`src/rtl/pll_reconfig_pkg.sv`:
```
`default_nettype none

package pll_reconfig_pkg;

  //////////////////////////////
  // Widths

  localparam int UIF_ADDR_W  = 3;   // User offset
  localparam int UIF_DATA_W  = 32;
  localparam int CTRL_ADDR_W = 12;  // Basic block address
  localparam int CTRL_DATA_W = 32;
  localparam int LCH_W       = 10;  // Logical channel

  localparam int REFCLK_ID_W = 5;   // Physical refclk ID
  localparam int CGB_ID_W    = 4;   // Physical CGB ID
  localparam int NUM_LOGICAL = 5;   // IDs packed per ROM word

  //////////////////////////////
  // Opcodes and offsets

  localparam logic [2:0] UIF_MODE_RD    = 3'b000;
  localparam logic [2:0] UIF_MODE_WR    = 3'b001;

  localparam logic [2:0] CTRL_OP_RD     = 3'd0; // DPRIO read, logical channel
  localparam logic [2:0] CTRL_OP_WR     = 3'd1; // DPRIO write
  localparam logic [2:0] CTRL_OP_ROM_RD = 3'd4; // L2P ROM fetch

  localparam logic [UIF_ADDR_W-1:0] UIF_OFS_RC_SEL   = 3'd0;
  localparam logic [UIF_ADDR_W-1:0] UIF_OFS_CGB_SEL  = 3'd1;
  localparam logic [UIF_ADDR_W-1:0] UIF_OFS_RC_PHYS  = 3'd2; // Read only
  localparam logic [UIF_ADDR_W-1:0] UIF_OFS_CGB_PHYS = 3'd3; // Read only
  localparam logic [UIF_ADDR_W-1:0] UIF_OFS_LAST     = 3'd3;

  localparam logic [CTRL_ADDR_W-1:0] ROM_WORD_RC      = 12'd1;
  localparam logic [CTRL_ADDR_W-1:0] ROM_WORD_CGB     = 12'd2;

  // DPRIO words touched by a switch
  localparam logic [CTRL_ADDR_W-1:0] DPRIO_CGB_OFS    = 12'h04A;
  localparam logic [CTRL_ADDR_W-1:0] DPRIO_REFIQ_OFS  = 12'h03A;
  localparam logic [CTRL_ADDR_W-1:0] DPRIO_RREF_OFS   = 12'h017;
  localparam logic [CTRL_ADDR_W-1:0] DPRIO_PCIEMD_OFS = 12'h010;

  typedef enum logic [2:0] {
    IDLE      = 3'd0,
    RD_L2P    = 3'd1, // ROM read of the L2P word
    RD        = 3'd2, // DPRIO read
    WR        = 3'd3, // DPRIO write
    DECIDE    = 3'd4, // Wait out ctrl_wait, pick next step
    WAIT      = 3'd5, // Gives ctrl_wait a cycle to rise
    CHK_WORDS = 3'd6  // Any RMW words left
  } pll_state_t;

  typedef enum logic {
    SW_REFCLK = 1'b0,
    SW_CGB    = 1'b1
  } switch_kind_t;

endpackage

`default_nettype wire

```
`src/rtl/pll_reconfig_ctrl.sv`:
```
`timescale 1ns/1ps
`default_nettype none

module pll_reconfig_ctrl import pll_reconfig_pkg::*; (
  input  wire                     clk,
  input  wire                     reset,
  // User port
  input  wire                     uif_go,
  input  wire [2:0]               uif_mode,
  input  wire [UIF_ADDR_W-1:0]    uif_addr,
  input  wire [UIF_DATA_W-1:0]    uif_wdata,
  input  wire [LCH_W-1:0]         uif_logical_ch_addr,
  output logic [UIF_DATA_W-1:0]   uif_rdata,
  output logic                    uif_busy,
  output logic                    uif_addr_err,
  // Basic block port
  output logic                    ctrl_go,
  output logic [2:0]              ctrl_opcode,
  output logic                    ctrl_lock,
  input  wire                     ctrl_wait,
  output logic [LCH_W-1:0]        ctrl_lch,
  output logic [CTRL_ADDR_W-1:0]  ctrl_addr,
  input  wire [CTRL_DATA_W-1:0]   ctrl_rdata,
  output logic [CTRL_DATA_W-1:0]  ctrl_wdata
);

  logic                              start;
  logic                              l2p_read;
  switch_kind_t                      kind;
  logic [2:0]                        logical_index;
  logic [NUM_LOGICAL*REFCLK_ID_W-1:0] phys_refclk_word;
  logic [NUM_LOGICAL*CGB_ID_W-1:0]   phys_cgb_word;
  logic [9:0]                        cgb_bits;
  logic [9:0]                        cdr_bits;
  logic [15:0]                       merge_data;
  logic [CTRL_ADDR_W-1:0]            word_addr;
  logic                              rom_load;
  logic                              capture;
  logic [1:0]                        word_cnt;

  assign ctrl_lch = uif_logical_ch_addr;  // Single requester

  pll_reconfig_regs pll_reconfig_regs_inst (
    .clk, .reset, .uif_go, .uif_mode, .uif_addr, .uif_wdata,
    .phys_refclk_word, .phys_cgb_word, .uif_rdata, .uif_addr_err,
    .start, .l2p_read, .kind, .logical_index
  );

  pll_reconfig_map pll_reconfig_map_inst (
    .clk, .reset, .kind, .logical_index, .rom_load, .ctrl_rdata,
    .phys_refclk_word, .phys_cgb_word, .cgb_bits, .cdr_bits
  );

  pll_reconfig_rmw pll_reconfig_rmw_inst (
    .clk, .reset, .kind, .word_cnt, .capture, .ctrl_rdata,
    .cgb_bits, .cdr_bits, .merge_data, .word_addr
  );

  // Sequencer, owns the basic block handshake
  pll_reconfig_fsm pll_reconfig_fsm_inst (
    .clk, .reset, .start, .l2p_read, .kind, .ctrl_wait, .merge_data, .word_addr,
    .uif_busy, .ctrl_go, .ctrl_opcode, .ctrl_lock, .ctrl_addr, .ctrl_wdata,
    .rom_load, .capture, .word_cnt
  );

endmodule

`default_nettype wire

```
`src/rtl/pll_reconfig_fsm.sv`:
```
`timescale 1ns/1ps
`default_nettype none

module pll_reconfig_fsm import pll_reconfig_pkg::*; (
  input  wire                     clk,
  input  wire                     reset,
  input  wire                     start,
  input  wire                     l2p_read,
  input  var switch_kind_t        kind,
  input  wire                     ctrl_wait,
  input  wire [15:0]              merge_data,
  input  wire [CTRL_ADDR_W-1:0]   word_addr,
  output logic                    uif_busy,
  output logic                    ctrl_go,
  output logic [2:0]              ctrl_opcode,
  output logic                    ctrl_lock,
  output logic [CTRL_ADDR_W-1:0]  ctrl_addr,
  output logic [CTRL_DATA_W-1:0]  ctrl_wdata,
  output logic                    rom_load,
  output logic                    capture,
  output logic [1:0]              word_cnt
);

  pll_state_t state;
  pll_state_t next_state;
  logic [2:0] ev_cnt;      // Steps done in this RMW word
  logic       l2p_active;  // ROM fetch only

  //////////////////////////////
  // State machine
  always_ff @(posedge clk or posedge reset) begin
    if (reset)
      state <= IDLE;
    else
      state <= next_state;
  end

  always_comb begin
    next_state = state;
    case (state)
      IDLE:           if (start || l2p_read) next_state = RD_L2P;
      RD_L2P, RD, WR: next_state = WAIT;
      WAIT:           next_state = DECIDE;
      DECIDE: begin
        if (!ctrl_wait) begin  // Basic block done
          if (l2p_active)
            next_state = IDLE;
          else if (ev_cnt == 3'd1)
            next_state = RD;
          else if (ev_cnt == 3'd2)
            next_state = WR;
          else if (ev_cnt == 3'd3)
            next_state = CHK_WORDS;
        end
      end
      CHK_WORDS:      next_state = (word_cnt == 2'd0) ? IDLE : WAIT;
      default:        next_state = IDLE;
    endcase
  end

  // Counters and request flag
  always_ff @(posedge clk or posedge reset) begin
    if (reset) begin
      ev_cnt     <= 3'd0;
      word_cnt   <= 2'd0;
      l2p_active <= 1'b0;
    end else begin
      if (state == IDLE)
        l2p_active <= l2p_read;
      if (state == IDLE || (state == DECIDE && next_state == CHK_WORDS))
        ev_cnt <= 3'd0;
      else if (next_state == DECIDE && state != DECIDE)
        ev_cnt <= ev_cnt + 3'd1;
      if (state == RD_L2P)
        word_cnt <= (kind == SW_CGB) ? 2'd0 : 2'd2;  // One CGB word, three refclk words
      else if (state == CHK_WORDS && word_cnt != 2'd0)
        word_cnt <= word_cnt - 2'd1;
    end
  end

  // Read data strobes
  assign rom_load = (state == DECIDE) && !ctrl_wait && (ctrl_opcode == CTRL_OP_ROM_RD);
  assign capture  = (state == DECIDE) && !ctrl_wait && (ctrl_opcode == CTRL_OP_RD);

  //////////////////////////////
  // Registered outputs
  always_ff @(posedge clk or posedge reset) begin
    if (reset) begin
      uif_busy    <= 1'b0;
      ctrl_go     <= 1'b0;
      ctrl_lock   <= 1'b0;
      ctrl_opcode <= 3'd0;
      ctrl_addr   <= '0;
      ctrl_wdata  <= '0;
    end else begin
      uif_busy  <= (next_state != IDLE);
      ctrl_go   <= (state inside {RD_L2P, RD, WR});  // One pulse per access
      ctrl_lock <= (state != IDLE) && (ev_cnt < 3'd3) && !l2p_active;
      if (next_state == IDLE)
        ctrl_opcode <= 3'd0;
      else if (state == RD_L2P)
        ctrl_opcode <= CTRL_OP_ROM_RD;
      else if (state == RD)
        ctrl_opcode <= CTRL_OP_RD;
      else if (state == WR)
        ctrl_opcode <= CTRL_OP_WR;
      if (state == IDLE)
        ctrl_addr <= '0;
      else if (state == RD_L2P)
        ctrl_addr <= (kind == SW_CGB) ? ROM_WORD_CGB : ROM_WORD_RC;
      else if (state == RD || state == WR)
        ctrl_addr <= word_addr;
      if (state == IDLE)
        ctrl_wdata <= '0;
      else if (state == WR)
        ctrl_wdata <= CTRL_DATA_W'(merge_data);  // Merged word back to DPRIO
    end
  end

endmodule

`default_nettype wire

```
`src/rtl/pll_reconfig_map.sv`:
```
`timescale 1ns/1ps
`default_nettype none

module pll_reconfig_map import pll_reconfig_pkg::*; (
  input  wire                                 clk,
  input  wire                                 reset,
  input  var switch_kind_t                    kind,
  input  wire [2:0]                           logical_index,
  input  wire                                 rom_load,
  input  wire [CTRL_DATA_W-1:0]               ctrl_rdata,
  output logic [NUM_LOGICAL*REFCLK_ID_W-1:0]  phys_refclk_word,
  output logic [NUM_LOGICAL*CGB_ID_W-1:0]     phys_cgb_word,
  output logic [9:0]                          cgb_bits,  // {x_en, clk_sel}
  output logic [9:0]                          cdr_bits   // {rrefclk_sel, pcie_mode, iq_clk_sel}
);

  logic [CGB_ID_W-1:0]    cgb_id;
  logic [REFCLK_ID_W-1:0] rc_id;

  // L2P words, one per switch kind
  always_ff @(posedge clk or posedge reset) begin
    if (reset) begin
      phys_refclk_word <= '0;
      phys_cgb_word    <= '0;
    end else if (rom_load) begin
      if (kind == SW_CGB)
        phys_cgb_word <= ctrl_rdata[NUM_LOGICAL*CGB_ID_W-1:0];
      else
        phys_refclk_word <= ctrl_rdata[NUM_LOGICAL*REFCLK_ID_W-1:0];
    end
  end

  // Pick physical ID for the logical index
  always_comb begin
    if (logical_index < 3'(NUM_LOGICAL)) begin
      cgb_id = phys_cgb_word[logical_index*CGB_ID_W +: CGB_ID_W];
      rc_id  = phys_refclk_word[logical_index*REFCLK_ID_W +: REFCLK_ID_W];
    end else begin
      // Indices 5 to 7 fall back to slot 0
      cgb_id = phys_cgb_word[CGB_ID_W-1:0];
      rc_id  = phys_refclk_word[REFCLK_ID_W-1:0];
    end
  end

  //////////////////////////////
  // CGB remap, x_en and clk_sel
  always_comb begin
    case (cgb_id)
      4'd0:    cgb_bits = {2'b00, 8'b01_01_11_00}; // Same channel TX PLL
      4'd1:    cgb_bits = {2'b00, 8'b00_00_00_11}; // X1 top
      4'd2:    cgb_bits = {2'b00, 8'b01_01_00_00}; // X1 bottom
      4'd3:    cgb_bits = {2'b00, 8'b10_10_00_00}; // LC top
      4'd4:    cgb_bits = {2'b00, 8'b11_11_00_00}; // LC bottom
      4'd5:    cgb_bits = {2'b00, 8'b00_00_00_10}; // Fractional PLL
      4'd6:    cgb_bits = {2'b10, 8'b00_01_10_00}; // X6 up
      4'd7:    cgb_bits = {2'b01, 8'b00_01_01_00}; // X6 down
      4'd8:    cgb_bits = {2'b00, 8'b00_01_01_00}; // XN up
      4'd9:    cgb_bits = {2'b00, 8'b00_01_10_00}; // XN down
      default: cgb_bits = {2'b00, 8'b01_01_11_00}; // Bad ID, back to local PLL
    endcase
  end

  //////////////////////////////
  // CDR refclk remap
  always_comb begin
    case (rc_id) inside
      // REF_IQCLK0..10 count up from 1 in the low nibble
      [5'd0:5'd10]:  cdr_bits = {2'b00, 8'(rc_id) + 8'd1};
      // RX_IQCLK0..10 use the high nibble
      [5'd11:5'd21]: cdr_bits = {2'b00, 4'(rc_id - 5'd10), 4'b0000};
      5'd22:         cdr_bits = {2'b10, 8'h00};  // PLD clock
      5'd23:         cdr_bits = {2'b00, 8'h00};  // Cal clock
      5'd24:         cdr_bits = {2'b00, 8'h0C};  // FFPLL top
      5'd25:         cdr_bits = {2'b00, 8'h00};  // FFPLL bottom
      default:       cdr_bits = {2'b00, 8'h01};  // REF_IQCLK0
    endcase
  end

endmodule

`default_nettype wire

```
`src/rtl/pll_reconfig_regs.sv`:
```
`timescale 1ns/1ps
`default_nettype none

module pll_reconfig_regs import pll_reconfig_pkg::*; (
  input  wire                                  clk,
  input  wire                                  reset,
  input  wire                                  uif_go,
  input  wire [2:0]                            uif_mode,
  input  wire [UIF_ADDR_W-1:0]                 uif_addr,
  input  wire [UIF_DATA_W-1:0]                 uif_wdata,
  input  wire [NUM_LOGICAL*REFCLK_ID_W-1:0]    phys_refclk_word,
  input  wire [NUM_LOGICAL*CGB_ID_W-1:0]       phys_cgb_word,
  output logic [UIF_DATA_W-1:0]                uif_rdata,
  output logic                                 uif_addr_err,
  output logic                                 start,
  output logic                                 l2p_read,
  output switch_kind_t                         kind,
  output logic [2:0]                           logical_index
);

  logic [2:0] rc_sel;   // Logical refclk select
  logic [2:0] cgb_sel;  // Logical CGB select
  logic       rc_wr;
  logic       cgb_wr;
  logic       rc_rd;
  logic       cgb_rd;

  // Decode of the accepted user cycle
  assign rc_wr  = uif_go && (uif_mode == UIF_MODE_WR) && (uif_addr == UIF_OFS_RC_SEL);
  assign cgb_wr = uif_go && (uif_mode == UIF_MODE_WR) && (uif_addr == UIF_OFS_CGB_SEL);
  assign rc_rd  = uif_go && (uif_mode == UIF_MODE_RD) && (uif_addr == UIF_OFS_RC_PHYS);
  assign cgb_rd = uif_go && (uif_mode == UIF_MODE_RD) && (uif_addr == UIF_OFS_CGB_PHYS);

  assign l2p_read      = rc_rd || cgb_rd;  // ROM fetch only, no RMW
  assign logical_index = (kind == SW_CGB) ? cgb_sel : rc_sel;

  always_ff @(posedge clk or posedge reset) begin
    if (reset) begin
      rc_sel  <= 3'd0;
      cgb_sel <= 3'd0;
      kind    <= SW_REFCLK;
      start   <= 1'b0;
    end else begin
      start <= rc_wr || cgb_wr;  // Delayed so the select is already stored
      if (rc_wr)
        rc_sel <= uif_wdata[2:0];
      if (cgb_wr)
        cgb_sel <= uif_wdata[2:0];
      if (rc_wr || rc_rd)
        kind <= SW_REFCLK;
      else if (cgb_wr || cgb_rd)
        kind <= SW_CGB;
    end
  end

  // Readback, any read-mode cycle
  always_ff @(posedge clk or posedge reset) begin
    if (reset) begin
      uif_rdata    <= '0;
      uif_addr_err <= 1'b0;
    end else begin
      uif_addr_err <= (uif_addr > UIF_OFS_LAST);
      if (uif_mode == UIF_MODE_RD) begin
        case (uif_addr)
          UIF_OFS_RC_SEL:   uif_rdata <= UIF_DATA_W'(rc_sel);
          UIF_OFS_CGB_SEL:  uif_rdata <= UIF_DATA_W'(cgb_sel);
          UIF_OFS_RC_PHYS:  uif_rdata <= UIF_DATA_W'(phys_refclk_word); // Five refclk IDs
          UIF_OFS_CGB_PHYS: uif_rdata <= UIF_DATA_W'(phys_cgb_word);    // Five CGB IDs
          default:          uif_rdata <= '0;
        endcase
      end
    end
  end

endmodule

`default_nettype wire

```
`src/rtl/pll_reconfig_rmw.sv`:
```
`timescale 1ns/1ps
`default_nettype none

module pll_reconfig_rmw import pll_reconfig_pkg::*; (
  input  wire                     clk,
  input  wire                     reset,
  input  var switch_kind_t        kind,
  input  wire [1:0]               word_cnt,
  input  wire                     capture,
  input  wire [CTRL_DATA_W-1:0]   ctrl_rdata,
  input  wire [9:0]               cgb_bits,
  input  wire [9:0]               cdr_bits,
  output logic [15:0]             merge_data,
  output logic [CTRL_ADDR_W-1:0]  word_addr
);

  logic [15:0] saved_data;  // Word from the last DPRIO read

  always_ff @(posedge clk or posedge reset) begin
    if (reset)
      saved_data <= 16'd0;
    else if (capture)
      saved_data <= ctrl_rdata[15:0];
  end

  // Merge new select bits, keep the rest of the word
  always_comb begin
    if (kind == SW_CGB) begin
      merge_data = {cgb_bits[9:8], saved_data[13:9], cgb_bits[7:0], saved_data[0]};
      word_addr  = DPRIO_CGB_OFS;
    end else begin
      case (word_cnt)
        2'd2: begin  // pcie_mode into bit 6
          merge_data = {saved_data[15:7], cdr_bits[8], saved_data[5:0]};
          word_addr  = DPRIO_PCIEMD_OFS;
        end
        2'd1: begin
          merge_data = {cdr_bits[9], saved_data[14:0]};  // rrefclk_sel, bit 15
          word_addr  = DPRIO_RREF_OFS;
        end
        default: begin  // Last word, iq_clk_sel into 10:3
          merge_data = {saved_data[15:11], cdr_bits[7:0], saved_data[2:0]};
          word_addr  = DPRIO_REFIQ_OFS;
        end
      endcase
    end
  end

endmodule

`default_nettype wire

```
`config.mk`:
```
export PLATFORM = sky130hd
export DESIGN_NAME = pll_reconfig_ctrl
export DESIGN_NICKNAME = d
export VERILOG_FILES = /design/src/rtl/pll_reconfig_pkg.sv /design/src/rtl/pll_reconfig_ctrl.sv /design/src/rtl/pll_reconfig_fsm.sv /design/src/rtl/pll_reconfig_map.sv /design/src/rtl/pll_reconfig_regs.sv /design/src/rtl/pll_reconfig_rmw.sv
export SDC_FILE = /design/constraint.sdc
export NUM_CORES = 1
export LEC_CHECK = 0
export BUFFER_PORTS_ARGS = -buffer_cell sky130_fd_sc_hd__buf_2
export CAP_MARGIN = 40
export CORE_ASPECT_RATIO = 0.8
export CORE_MARGIN = 2
export CORE_UTILIZATION = 45
export DETAILED_ROUTE_END_ITERATION = 8
export PLACE_DENSITY = 0.77
export SKIP_CTS_REPAIR_TIMING = 1
export SLEW_MARGIN = 0
export SYNTH_ARGS = -nofsm -noshare
export SYNTH_HDL_FRONTEND = slang
export SYNTH_HIERARCHICAL = 1
export SYNTH_SLANG_ARGS = --single-unit
```
`constraint.sdc`:
```
create_clock -name clk -period 4.8 [get_ports clk]
set_clock_uncertainty 0.05 [all_clocks]
set_input_delay 1.2 -clock clk [delete_from_list [all_inputs] [get_ports clk]]
set_output_delay 1.2 -clock clk [all_outputs]
set_load 0.02 [all_outputs]
```
# Word level (Yosys, flattened, before mapping)
# Memory sizes are Yosys's and may differ from the RTL's.
# Cells that the tools add are included.
op_classes:
  n_addsub: 4
  multipliers: 1
  magnitude_cmp: 7
  eq_ne: 23
  n_shift: 2
  mux: 39
  bitwise: 1
  n_reduce_logical: 44
ops:
  columns: ["cell", "count"]
  rows:
  - ["25-bit case mux with 4 select lines", 1]
  - ["32-bit 2-to-1 mux", 2]
  - ["10-bit 2-to-1 mux", 5]
  - ["12-bit 2-to-1 mux", 4]
  - ["3-bit 2-to-1 mux", 14]
  - ["16-bit case mux with 2 select lines", 1]
  - ["25-bit by 7-bit indexed part select with 5-bit output", 1]
  - ["5-bit equality test (second input constant)", 4]
  - ["20-bit by 6-bit indexed part select with 4-bit output", 1]
  - ["3-bit by 2-bit equality test with 1-bit output (second input constant)", 6]
  - ["3-bit equality test (second input constant)", 6]
  - ["1-bit logical AND", 16]
  - ["16-bit 2-to-1 mux", 1]
  - ["3-bit logical NOT", 5]
  - ["3-bit case mux with 5 select lines", 1]
  - ["3-bit by 1-bit equality test with 1-bit output (second input constant)", 4]
  - ["6-bit case mux with 2 select lines", 1]
  - ["3-bit nonzero test", 4]
  - ["2-bit nonzero test", 5]
  - ["2-bit 2-to-1 mux", 4]
  - ["1-bit logical OR", 7]
  - ["5-bit by 1-bit adder with 6-bit output (second input constant)", 1]
  - ["3-bit by 3-bit multiplier with 6-bit output (second input constant)", 1]
  - ["5-bit by 1-bit >= comparator with 1-bit output (second input constant)", 1]
  - ["other kinds (21)", 25]
word_totals:
  ff_bits: 161
  mem_bits_ro: 160
  input_bits: 84
  output_inout_bits: 93
  word_cells: 141
  mem_count: 1
memory_table:
  columns: ["memory", "depth", "word_bits", "rd", "rd_clocked_by_memory_dff", "wr", "line_no", "text"]
  rows:
  - ["(name not given)", 16, 10, 1, 0, 0, "pll_reconfig_map.sv:48", "case (cgb_id)"]

# Logic depth before layout (Yosys ltp)
# Gate-level depths: netlist of the first run.
depth:
  word_depth: 15
  mapped_depth: 16
  mapped_depth_nobuf: 14

# Modules after synthesis
# Netlist of the first run, hierarchy kept.
modules_own_cells:
  columns: ["module", "instances", "cells_each", "area_each_um2", "seq_area_each_um2"]
  rows:
  - ["pll_reconfig_map", 1, 222, 2650.0, 1126.1]
  - ["pll_reconfig_fsm", 1, 231, 2184.6, 1051.0]
  - ["pll_reconfig_regs", 1, 139, 1677.9, 850.8]
  - ["pll_reconfig_rmw", 1, 84, 962.2, 400.4]
  - ["pll_reconfig_ctrl", 1, 10, 75.1, 0.0]

# Worst setup path before layout of the first run
# No wires, ideal clock.
synth_timing:
  kind: "reg2reg"
  start: "register pll_reconfig_regs_inst.kind"
  end: "register pll_reconfig_fsm_inst.ctrl_wdata[5]"
  setup_ns: 0.134
  arrival_ns: 3.475
  required_time_ns: 4.616
  slack_ns: 1.141
  stages_incl_launch_ff: 16
  path_buffers: 2
  period_less_slack_ns: 3.659
  path_cell_list: "dfrtp_1 mux2_2 buf_6 buf_12 mux4_1 nor2_1 a21oi_1 inv_1 ha_1 o31ai_2 o32a_1 o22ai_1 a22o_1 a21o_1 a21oi_1 o21ai_0"
synth_between:
  elab_chain_cells: 14
  word_cells_on_any_way: 27
  cone_classes: "1 x add/sub; 1 x mul; 5 x order compare; 3 x eq/ne; 2 x shift; 12 x mux; 2 x reduce/logical; 1 x memory"
synth_rtl:
  columns: ["item", "line_no", "text"]
  rows:
  - ["start, declared", "pll_reconfig_regs.sv:17", "output switch_kind_t kind,"]
  - ["start signal, assigned", "pll_reconfig_regs.sv:41", "kind <= SW_REFCLK;"]
  - ["start signal, assigned", "pll_reconfig_regs.sv:50", "kind <= SW_REFCLK;"]
  - ["start signal, assigned", "pll_reconfig_regs.sv:52", "kind <= SW_CGB;"]
  - ["3-bit 2-to-1 mux (*)", "pll_reconfig_regs.sv:35", "assign logical_index = (kind == SW_CGB) ? cgb_sel : rc_sel;"]
  - ["net logical_index[0]", "pll_reconfig_ctrl.sv:30", "logic [2:0] logical_index;"]
  - ["3-bit by 3-bit multiplier with 6-bit output", "pll_reconfig_map.sv:37", "rc_id = phys_refclk_word[logical_index*REFCLK_ID_W +: REFCLK_ID_W];"]
  - ["25-bit by 7-bit indexed part select with 5-bit output", "pll_reconfig_map.sv:37", null]
  - ["5-bit 2-to-1 mux (*)", "pll_reconfig_map.sv:35", "if (logical_index < 3'(NUM_LOGICAL)) begin"]
  - ["5-bit equality test (no line)", null, null]
  - ["10-bit 2-to-1 mux (4 in series)", "pll_reconfig_map.sv:66", "case (rc_id) inside"]
  - ["10-bit 2-to-1 mux (*)", "pll_reconfig_map.sv:66", null]
  - ["net cdr_bits[2]", "pll_reconfig_ctrl.sv:34", "logic [9:0] cdr_bits;"]
  - ["16-bit case mux with 2 select lines (*)", "pll_reconfig_rmw.sv:32", "case (word_cnt)"]
  - ["16-bit 2-to-1 mux (*)", "pll_reconfig_rmw.sv:28", "if (kind == SW_CGB) begin"]
  - ["net merge_data[5]", "pll_reconfig_ctrl.sv:35", "logic [15:0] merge_data;"]
  - ["32-bit 2-to-1 mux (*)", "pll_reconfig_fsm.sv:115", "else if (state == WR)"]
  - ["32-bit 2-to-1 mux (*)", "pll_reconfig_fsm.sv:113", "if (state == IDLE)"]
  - ["end signal, assigned", "pll_reconfig_fsm.sv:116", "ctrl_wdata <= CTRL_DATA_W'(merge_data);"]
  - ["end, declared", "pll_reconfig_fsm.sv:18", "output logic [CTRL_DATA_W-1:0] ctrl_wdata,"]
# Mark *: on every way through the listed nets, which the timed path passes. The rest lies on a longest branch. The select of a mux whose other input is x is not followed.
# A chain may end at the register's enable or synchronous reset.

# Worst setup path after layout of the first run
# Same ends and word-level chain as after synthesis.

==> results.ini, run 1 <==
[yosys]
fraction_of_the_mapped_netlist_area_in_compound_gates = 0.145
seq_area_frac_synth = 0.454
synth.cell_area_um2 = 7550
synth_mux_area_frac = 0.178
postSynth.asyncResetShare = 1.00
synth-edff-count = 0
synth_top_flop_cell = sky130_fd_sc_hd__dfrtp_1
postSynthCellCount = 686
dominant_combinational_cell_family_by_area_after_synthesis = multiplexers
yosys_warnings = 6
synthXorXnorAreaFrac = 0.00232
avgSynthCellArea_um2 = 11.0
yosys_register_bits = 137
synth.lib_cells_used.distinct = 81
synth_area_in_adders = 0.0249
synthSimpleGateAreaFrac = 0.106

[floorplan]
boundaryPins = 177
start_util = 0.458
design.die.area_um2 = 17800
core_area_um2 = 16500
die-height_um = 120
fp-row-count = 42
die_w_um = 149

[hold_path]
min_path_cells = 2
startpoint_of_the_worst_hold_path = pll_reconfig_regs_inst/uif_rdata[5]
hold_path_end = pll_reconfig_regs_inst/uif_rdata[5]
timing.hold.worst.class = reg -> reg

[worst_setup_path]
regToRegEndpoint = pll_reconfig_fsm_inst/ctrl_wdata[5]
cp_cell_sequence = buf_4 > mux2_2 > nor2_8 > mux2i_1 > a21oi_1 > inv_1 > ha_1 > o31ai_2 > o32a_1 > o22ai_1 > a22o_1 > a21o_1 > a21oi_1 > o21ai_0
ff2ff_setup_slack_ns = 0.72
master_of_the_slowest_instance_on_the_critical_path = sky130_fd_sc_hd__o31ai_2
start_kind = register
worstPathRequired_ns = 5.04
cp_common_cell = sky130_fd_sc_hd__a21oi_1
crit_type = reg -> reg
cp_data_arrival_time_ns = 4.32
type_of_destination_of_the_critical_path = register
critPathMaxStageDelay_ns = 0.53
r2r-start = pll_reconfig_regs_inst/kind
worst_path_dominant_cell_family = compound AO/OA/AOI/OAI gates
rr_worst_depth = 14
worstPathBufferInverterCount = 2
timing.critical_path.fanout_max = 25

[timing]
tns_ns = 0
max-slew-margin-rel = 0.447
period_needed_ns = 4.08
slew_viol_final = 0
timing.final.hold_violations = 0
fin_crit_sh = 0.849
fmaxAchievable_mhz = 245
worst_pin_slew_ns = 0.827
unrepaired_setup_endpoints_after_global_routing = false
setup_viol = 0

[place]
globalplace.congestion = 0.851
port-buffer-count = 96
detailedPlacementHpwl_um = 12800

[layout]
final_util = 0.516
most-common-layout-cells = 137 x sky130_fd_sc_hd__dfrtp_1, 96 x sky130_fd_sc_hd__buf_2, 64 x sky130_fd_sc_hd__mux2_2, 56 x sky130_fd_sc_hd__nand2_1, 34 x sky130_fd_sc_hd__o21ai_0
n_antenna_cell = 0
syn_to_final_growth_pct = 12.8
final_nets = 852
layout_cells_sized_above_1 = 0.309
layout_commonest_cell = sky130_fd_sc_hd__dfrtp_1

[clock_network]
clkLatencyLatePin_ns = 0.43
cts.reportedPaths.clkPinSlew_ns = 0.06
inserted_clock_buffers = 17
tritoncts = built
clk_root_buffer_cell = sky130_fd_sc_hd__clkbuf_16
htree_levels = 4
clk_path_buf_depth = 2
sinks_on_clock_net = 137

[flow_run]
drv_cap = 0

[global_routing]
antenna_violations_before_repair = 0
groute.usage.overall = 0.208
via_count_of_the_first_global_routing_pass = 5101
maximum_number_of_pins_on_one_net_before_global_route_repair = 46
global_route_wire_length_before_repair_um = 28500
gr-total-overflow = 0

[detailed_routing]
drc = 0
drt_pass1_iterations = 5
ant_nets = 0
routed-via-count = 5385
route.final.wire_length_um = 17600
drt_iter0_drc = 392
avgViaCountPerCell = 5.46
wl_per_cell_um = 17.8

[power_and_ir_drop]
peakVddDrop_uv = 356
power_density_nw_per_um2 = 588
leakage_nw = 4.13
total_power_mw = 5.01

[status]
result_of_the_run = completed

Yosys cell counts (3+ instances only):
| cell | count | area share |
|---|---|---|
| sky130_fd_sc_hd__nor3b_1 | 3 | 0.0030 |
| sky130_fd_sc_hd__mux4_2 | 4 | 0.012 |
| sky130_fd_sc_hd__mux2i_1 | 28 | 0.037 |
| sky130_fd_sc_hd__mux4_1 | 4 | 0.014 |
| sky130_fd_sc_hd__mux2_1 | 12 | 0.018 |
| sky130_fd_sc_hd__buf_2 | 7 | 0.0046 |
| sky130_fd_sc_hd__buf_4 | 48 | 0.048 |
| sky130_fd_sc_hd__o21ai_1 | 7 | 0.0046 |
| sky130_fd_sc_hd__a211oi_1 | 3 | 0.0030 |
| sky130_fd_sc_hd__ha_1 | 15 | 0.025 |
| sky130_fd_sc_hd__a22o_1 | 28 | 0.032 |
| sky130_fd_sc_hd__o21ai_0 | 34 | 0.023 |
| sky130_fd_sc_hd__nor2b_1 | 22 | 0.018 |
| sky130_fd_sc_hd__inv_1 | 20 | 0.0099 |
| sky130_fd_sc_hd__nor3_1 | 8 | 0.0053 |
| sky130_fd_sc_hd__a22oi_1 | 3 | 0.0030 |
| sky130_fd_sc_hd__clkbuf_1 | 20 | 0.0099 |
| sky130_fd_sc_hd__mux2_2 | 64 | 0.095 |
| sky130_fd_sc_hd__a21o_1 | 11 | 0.011 |
| sky130_fd_sc_hd__dfrtp_1 | 137 | 0.45 |
| sky130_fd_sc_hd__nand2_1 | 56 | 0.028 |
| sky130_fd_sc_hd__nor2_1 | 30 | 0.015 |
| sky130_fd_sc_hd__conb_1 | 4 | 0.0020 |
| sky130_fd_sc_hd__o21ai_2 | 9 | 0.010 |
| sky130_fd_sc_hd__nand2b_1 | 7 | 0.0058 |
| sky130_fd_sc_hd__or2_2 | 3 | 0.0025 |
| sky130_fd_sc_hd__a21oi_1 | 29 | 0.019 |
| sky130_fd_sc_hd__buf_6 | 6 | 0.0089 |
registers in the layout, indices dropped and copies added (netlist names), 3 cells and up:
| signal | flops |
|---|---|
| pll_reconfig_rmw_inst/saved_data | 16 |
| pll_reconfig_fsm_inst/ctrl_wdata | 16 |
| pll_reconfig_regs_inst/cgb_sel | 3 |
| pll_reconfig_fsm_inst/state | 3 |
| pll_reconfig_regs_inst/uif_rdata | 25 |
| pll_reconfig_map_inst/phys_cgb_word | 20 |
| pll_reconfig_fsm_inst/ev_cnt | 3 |
| pll_reconfig_map_inst/phys_refclk_word | 25 |
| pll_reconfig_fsm_inst/ctrl_addr | 12 |
| pll_reconfig_regs_inst/rc_sel | 3 |
worst reg2reg max path, stage by stage, from the launching register on:
cell,delay [ns]
sky130_fd_sc_hd__dfrtp_1,0.36
sky130_fd_sc_hd__buf_4,0.28
sky130_fd_sc_hd__mux2_2,0.52
sky130_fd_sc_hd__nor2_8,0.26
sky130_fd_sc_hd__mux2i_1,0.11
sky130_fd_sc_hd__a21oi_1,0.43
sky130_fd_sc_hd__inv_1,0.19
sky130_fd_sc_hd__ha_1,0.26
sky130_fd_sc_hd__o31ai_2,0.53
sky130_fd_sc_hd__o32a_1,0.26
sky130_fd_sc_hd__o22ai_1,0.11
sky130_fd_sc_hd__a22o_1,0.25
sky130_fd_sc_hd__a21o_1,0.16
sky130_fd_sc_hd__a21oi_1,0.11
sky130_fd_sc_hd__o21ai_0,0.08
kinds of logic after synthesis:
family                   count (synthesis)
other                                    4
XOR/XNOR                                 2
AO/OA/AOI/OAI                          155
AND/OR/NAND/NOR                        153
flip-flops                             137
adder cells (fa/ha/maj)                 15
buffers and inverters                  107
multiplexers                           113
how the worst max path moves through the flow:
stage / start / endpoint / slack (ns) / cells after the start
6_report: pll_reconfig_regs_inst/kind / pll_reconfig_fsm_inst/ctrl_wdata[5] / 0.72 / 14
5_1_grt: pll_reconfig_regs_inst/kind / pll_reconfig_fsm_inst/ctrl_wdata[5] / 0.35 / 14
4_1_cts: pll_reconfig_regs_inst/kind / pll_reconfig_fsm_inst/ctrl_wdata[5] / 0.72 / 14
3_5_place_dp: pll_reconfig_regs_inst/kind / pll_reconfig_fsm_inst/ctrl_wdata[5] / 0.73 / 14
3_3_place_gp: pll_reconfig_regs_inst/kind / pll_reconfig_fsm_inst/ctrl_wdata[5] / 0.89 / 14
2_1_floorplan: pll_reconfig_regs_inst/kind / pll_reconfig_fsm_inst/ctrl_wdata[5] / 1.14 / 15
power by group:
| part | total [mW] | internal [mW] | leakage (nW) | switching, mW |
|---|---|---|---|---|
| registers | 1.78 | 1.49 | 1.79 | 0.287 |
| clock network | 1.27 | 0.742 | 0.264 | 0.526 |
| logic | 1.97 | 0.846 | 2.07 | 1.12 |
stage by stage:
stage | hold WS (ns) | std cells | setup WS, ns | area (um2)
detailed placement | 0.408 | 954 | 0.726 | 7950
floorplan | 0.380 | 712 | 1.14 | 7650
global placement | 0.410 | 951 | 0.893 | 7890
CTS | 0.421 | 986 | 0.719 | 8520
finish | 0.420 | 986 | 0.724 | 8520
global route | 0.447 | 986 | 0.351 | 8520
per-layer routing:
| layer | wire length, um | track usage |
|---|---|---|
| met1 | 8620 | 0.319 |
| met2 | 7740 | 0.296 |
| met3 | 1040 | 0.0487 |
| met4 | 181 | 0.0512 |
| met5 | 0 | 0 |
final cells by class:
class                      count  area [um2]
clock buffer                  19         453
clock inverter                13         120
fill                        1482        7980
inverter                      22        82.6
multi-input combinational    468        3560
sequential                   137        3430
tap                          220         275
timing repair buffer         107         598
Power figures use the tool's default switching activity.
==> inputs of run 2 (changes only) <==
ABC_AREA = 1   (was default)
PLACE_DENSITY = 0.76   (was 0.77)
clock period = 4.1 ns   (was 4.8 ns; I/O delays follow)
==> run 2 against run 1 <==
Compared with the run above:
- die area grew 3.3%
- final cell count grew 31%
- via count grew 20%
- total power grew 9.4%
- highest routed layer unchanged
==> results.ini, run 2 <==
[status]
result_of_the_run = completed

[detailed_routing]
routed-via-count = 6457
route.final.wire_length_um = 18800
ant_nets = 0
drc = 0
drt_iter0_drc = 584
avgViaCountPerCell = 5.01
wl_per_cell_um = 14.6
drt_pass1_iterations = 6

[global_routing]
groute.usage.overall = 0.214
via_count_of_the_first_global_routing_pass = 6038
grt.busiest_layer = met2
global_route.usage.met2 = 0.324
gr-total-overflow = 0
global_route_track_usage_on_met3 = 0.0547
global_route_wire_length_before_repair_um = 30700
grt.met1_usage = 0.310
maximum_number_of_pins_on_one_net_before_global_route_repair = 46
antenna_violations_before_repair = 0

[layout]
final_nets = 1153
layout_commonest_cell = sky130_fd_sc_hd__nand2_1
n_antenna_cell = 0
layout_cells_sized_above_1 = 0.209
most-common-layout-cells = 311 x sky130_fd_sc_hd__nand2_1, 137 x sky130_fd_sc_hd__dfrtp_1, 106 x sky130_fd_sc_hd__inv_1, 96 x sky130_fd_sc_hd__buf_2, 68 x sky130_fd_sc_hd__o21ai_0
final_cells = 1289
top_regs = pll_reconfig_map_inst/phys_refclk_word: 25 flops, pll_reconfig_regs_inst/uif_rdata: 25 flops, pll_reconfig_map_inst/phys_cgb_word: 20 flops
syn_to_final_growth_pct = 11.7

[power_and_ir_drop]
power_switching_mw = 2.14
comb_power_share = 0.353
power_density_nw_per_um2 = 629
p_clk_frac = 0.283
cell_internal_pwr_mw = 3.34
share_seq_of_total_power = 0.363
leakage_nw = 4.76
power_switching_share = 0.391
peakVddDrop_uv = 284

[timing]
max-slew-margin-rel = 0.446
timing.final.hold_violations = 0
slew_viol_final = 0
tns_ns = 0
timing.hold.ws_ns = 0.420
worst_pin_slew_ns = 0.829
setup_viol = 0
fmaxAchievable_mhz = 307
unrepaired_setup_endpoints_after_global_routing = false
period_needed_ns = 3.25
fin_crit_sh = 0.794

[clock_network]
sinks_on_clock_net = 137
clkLatencyLatePin_ns = 0.42
cts.reportedPaths.clkPinSlew_ns = 0.06
inserted_clock_buffers = 17
clk_root_buffer_cell = sky130_fd_sc_hd__clkbuf_16
tritoncts = built
clk_path_buf_depth = 2
htree_levels = 4

[place]
port-buffer-count = 96
globalplace.congestion = 0.947
place_inst = 1260
detailedPlacementHpwl_um = 13700

[floorplan]
design.die.area_um2 = 18400
start_util = 0.455
fp-row-count = 43
die-height_um = 122
die_w_um = 151
boundaryPins = 177
core_area_um2 = 17200

[worst_setup_path]
crit_type = reg -> reg
type_of_destination_of_the_critical_path = register
worstPathRequired_ns = 4.41
timing.critical_path.fanout_max = 19
cp_data_arrival_time_ns = 3.56
start_kind = register

[yosys]
yosys_register_bits = 137
synth_area_leaders = sky130_fd_sc_hd__dfrtp_1 44%, sky130_fd_sc_hd__nand2_1 15%, sky130_fd_sc_hd__inv_1 5.1%, sky130_fd_sc_hd__buf_4 4.7%, sky130_fd_sc_hd__o21ai_0 4.4%
synth.cell_area_um2 = 7800
synth-edff-count = 0
netlist.area_leader.share = 0.439
yosys_warnings = 6
postSynth.asyncResetShare = 1.00
synth.most_common_cell = sky130_fd_sc_hd__nand2_1
seq_area_frac_synth = 0.439
ys_top_cells_by_count = 311 x sky130_fd_sc_hd__nand2_1, 137 x sky130_fd_sc_hd__dfrtp_1, 107 x sky130_fd_sc_hd__inv_1, 68 x sky130_fd_sc_hd__o21ai_0, 63 x sky130_fd_sc_hd__nand3_1
postSynthCellCount = 987
synth.lib_cells_used.distinct = 43
avgSynthCellArea_um2 = 7.91
yosysTopAreaCell = sky130_fd_sc_hd__dfrtp_1
synth_top_flop_cell = sky130_fd_sc_hd__dfrtp_1

[hold_path]
timing.hold.worst.class = reg -> reg

[flow_run]
drv_cap = 0

==> run 2: cell types whose count changed in the layout (fill, tap and decap cells not counted), sizes merged, moves of 28 or more <==
| cell | before | now |
|---|---|---|
| o21ai | 50 | 85 |
| nand3 | 2 | 72 |
| mux2i | 28 | 0 |
| mux2 | 77 | 21 |
| inv | 24 | 126 |
| nand2 | 56 | 332 |
==> run 2: final timing paths <==
| kind | cells past startpoint | from | to | slack [ns] |
|---|---|---|---|---|
| worst max-delay path | 17 | pll_reconfig_regs_inst/kind | pll_reconfig_fsm_inst/ctrl_wdata[15] | 0.85 |
| max in group asynchronous | 3 | reset | pll_reconfig_map_inst/phys_cgb_word[2] | 2.85 |
| worst max register to register | 17 | pll_reconfig_regs_inst/kind | pll_reconfig_fsm_inst/ctrl_wdata[15] | 0.85 |
| min in group asynchronous | 2 | reset | pll_reconfig_rmw_inst/saved_data[8] | 0.66 |
| worst min-delay path | 2 | pll_reconfig_rmw_inst/saved_data[11] | pll_reconfig_fsm_inst/ctrl_wdata[11] | 0.42 |
| worst min register to register | 2 | pll_reconfig_rmw_inst/saved_data[11] | pll_reconfig_fsm_inst/ctrl_wdata[11] | 0.42 |
==> run 2: power groups by stage <==
stage	clock, mW	combinational [mW]	sequential [mW]
2_1_floorplan	0	1.57	1.96
3_5_place_dp	0	1.89	2.01
5_1_grt	1.65	2.18	2.04
3_3_place_gp	0	1.85	2.00
6_report	1.55	1.94	1.99
4_1_cts	1.58	1.91	1.99
==> run 2: kinds of logic after synthesis <==
logic type                 Yosys count  synth area share
other                                4           0.00192
and+or+nand+nor                    481             0.275
adders and majority gates           15            0.0240
AOI/OAI and AO/OA                  119            0.0854
xor gates and xnor gates             2           0.00224
buffers and inverters              208             0.140
DFF                                137             0.439
muxes                               21            0.0322
==> run 2: cell type report <==
class / instances / area (um2)
clock inverter: 10 / 144
clock buffer: 19 / 453
fill: 1631 / 8450
sequential: 137 / 3430
tap: 225 / 282
inverter: 125 / 477
timing repair buffer: 105 / 548
multi-input combinational: 668 / 3390
==> run 2: worst max-delay path, cell delays in order (launching register included) <==
cell and delay, ns:
sky130_fd_sc_hd__dfrtp_1 0.39, sky130_fd_sc_hd__mux2_2 0.38, sky130_fd_sc_hd__buf_4 0.21, sky130_fd_sc_hd__nor2_4 0.14, sky130_fd_sc_hd__nor2_4 0.08, sky130_fd_sc_hd__a22o_1 0.22, sky130_fd_sc_hd__nor2_1 0.31, sky130_fd_sc_hd__inv_1 0.19
sky130_fd_sc_hd__ha_1 0.29, sky130_fd_sc_hd__nand3_1 0.10, sky130_fd_sc_hd__nand2_1 0.06, sky130_fd_sc_hd__nand2_1 0.07, sky130_fd_sc_hd__nand2_2 0.08, sky130_fd_sc_hd__a21oi_1 0.25, sky130_fd_sc_hd__nand3_1 0.11, sky130_fd_sc_hd__nand3_1 0.08
sky130_fd_sc_hd__nand2_1 0.07, sky130_fd_sc_hd__nand2_1 0.10
==> run 2: metrics by stage <==
stage           util  power [mW]  cell area [um2]  setup WS [ns]
5_1_grt        0.508        5.87             8720          0.567
6_report       0.508        5.48             8720          0.845
3_3_place_gp   0.473        3.85             8120          0.885
3_5_place_dp   0.473        3.90             8120          0.861
4_1_cts        0.508        5.48             8720          0.842
2_1_floorplan      -        3.53             7900           1.30
==> run 2: routing by layer <==
metal	wire, um	vias to the layer above	part of all wire
met5	0	-	0
met4	193	0	0.010
met3	1300	14	0.069
met2	8540	206	0.45
met1	8760	3077	0.47
li1	-	3160	-
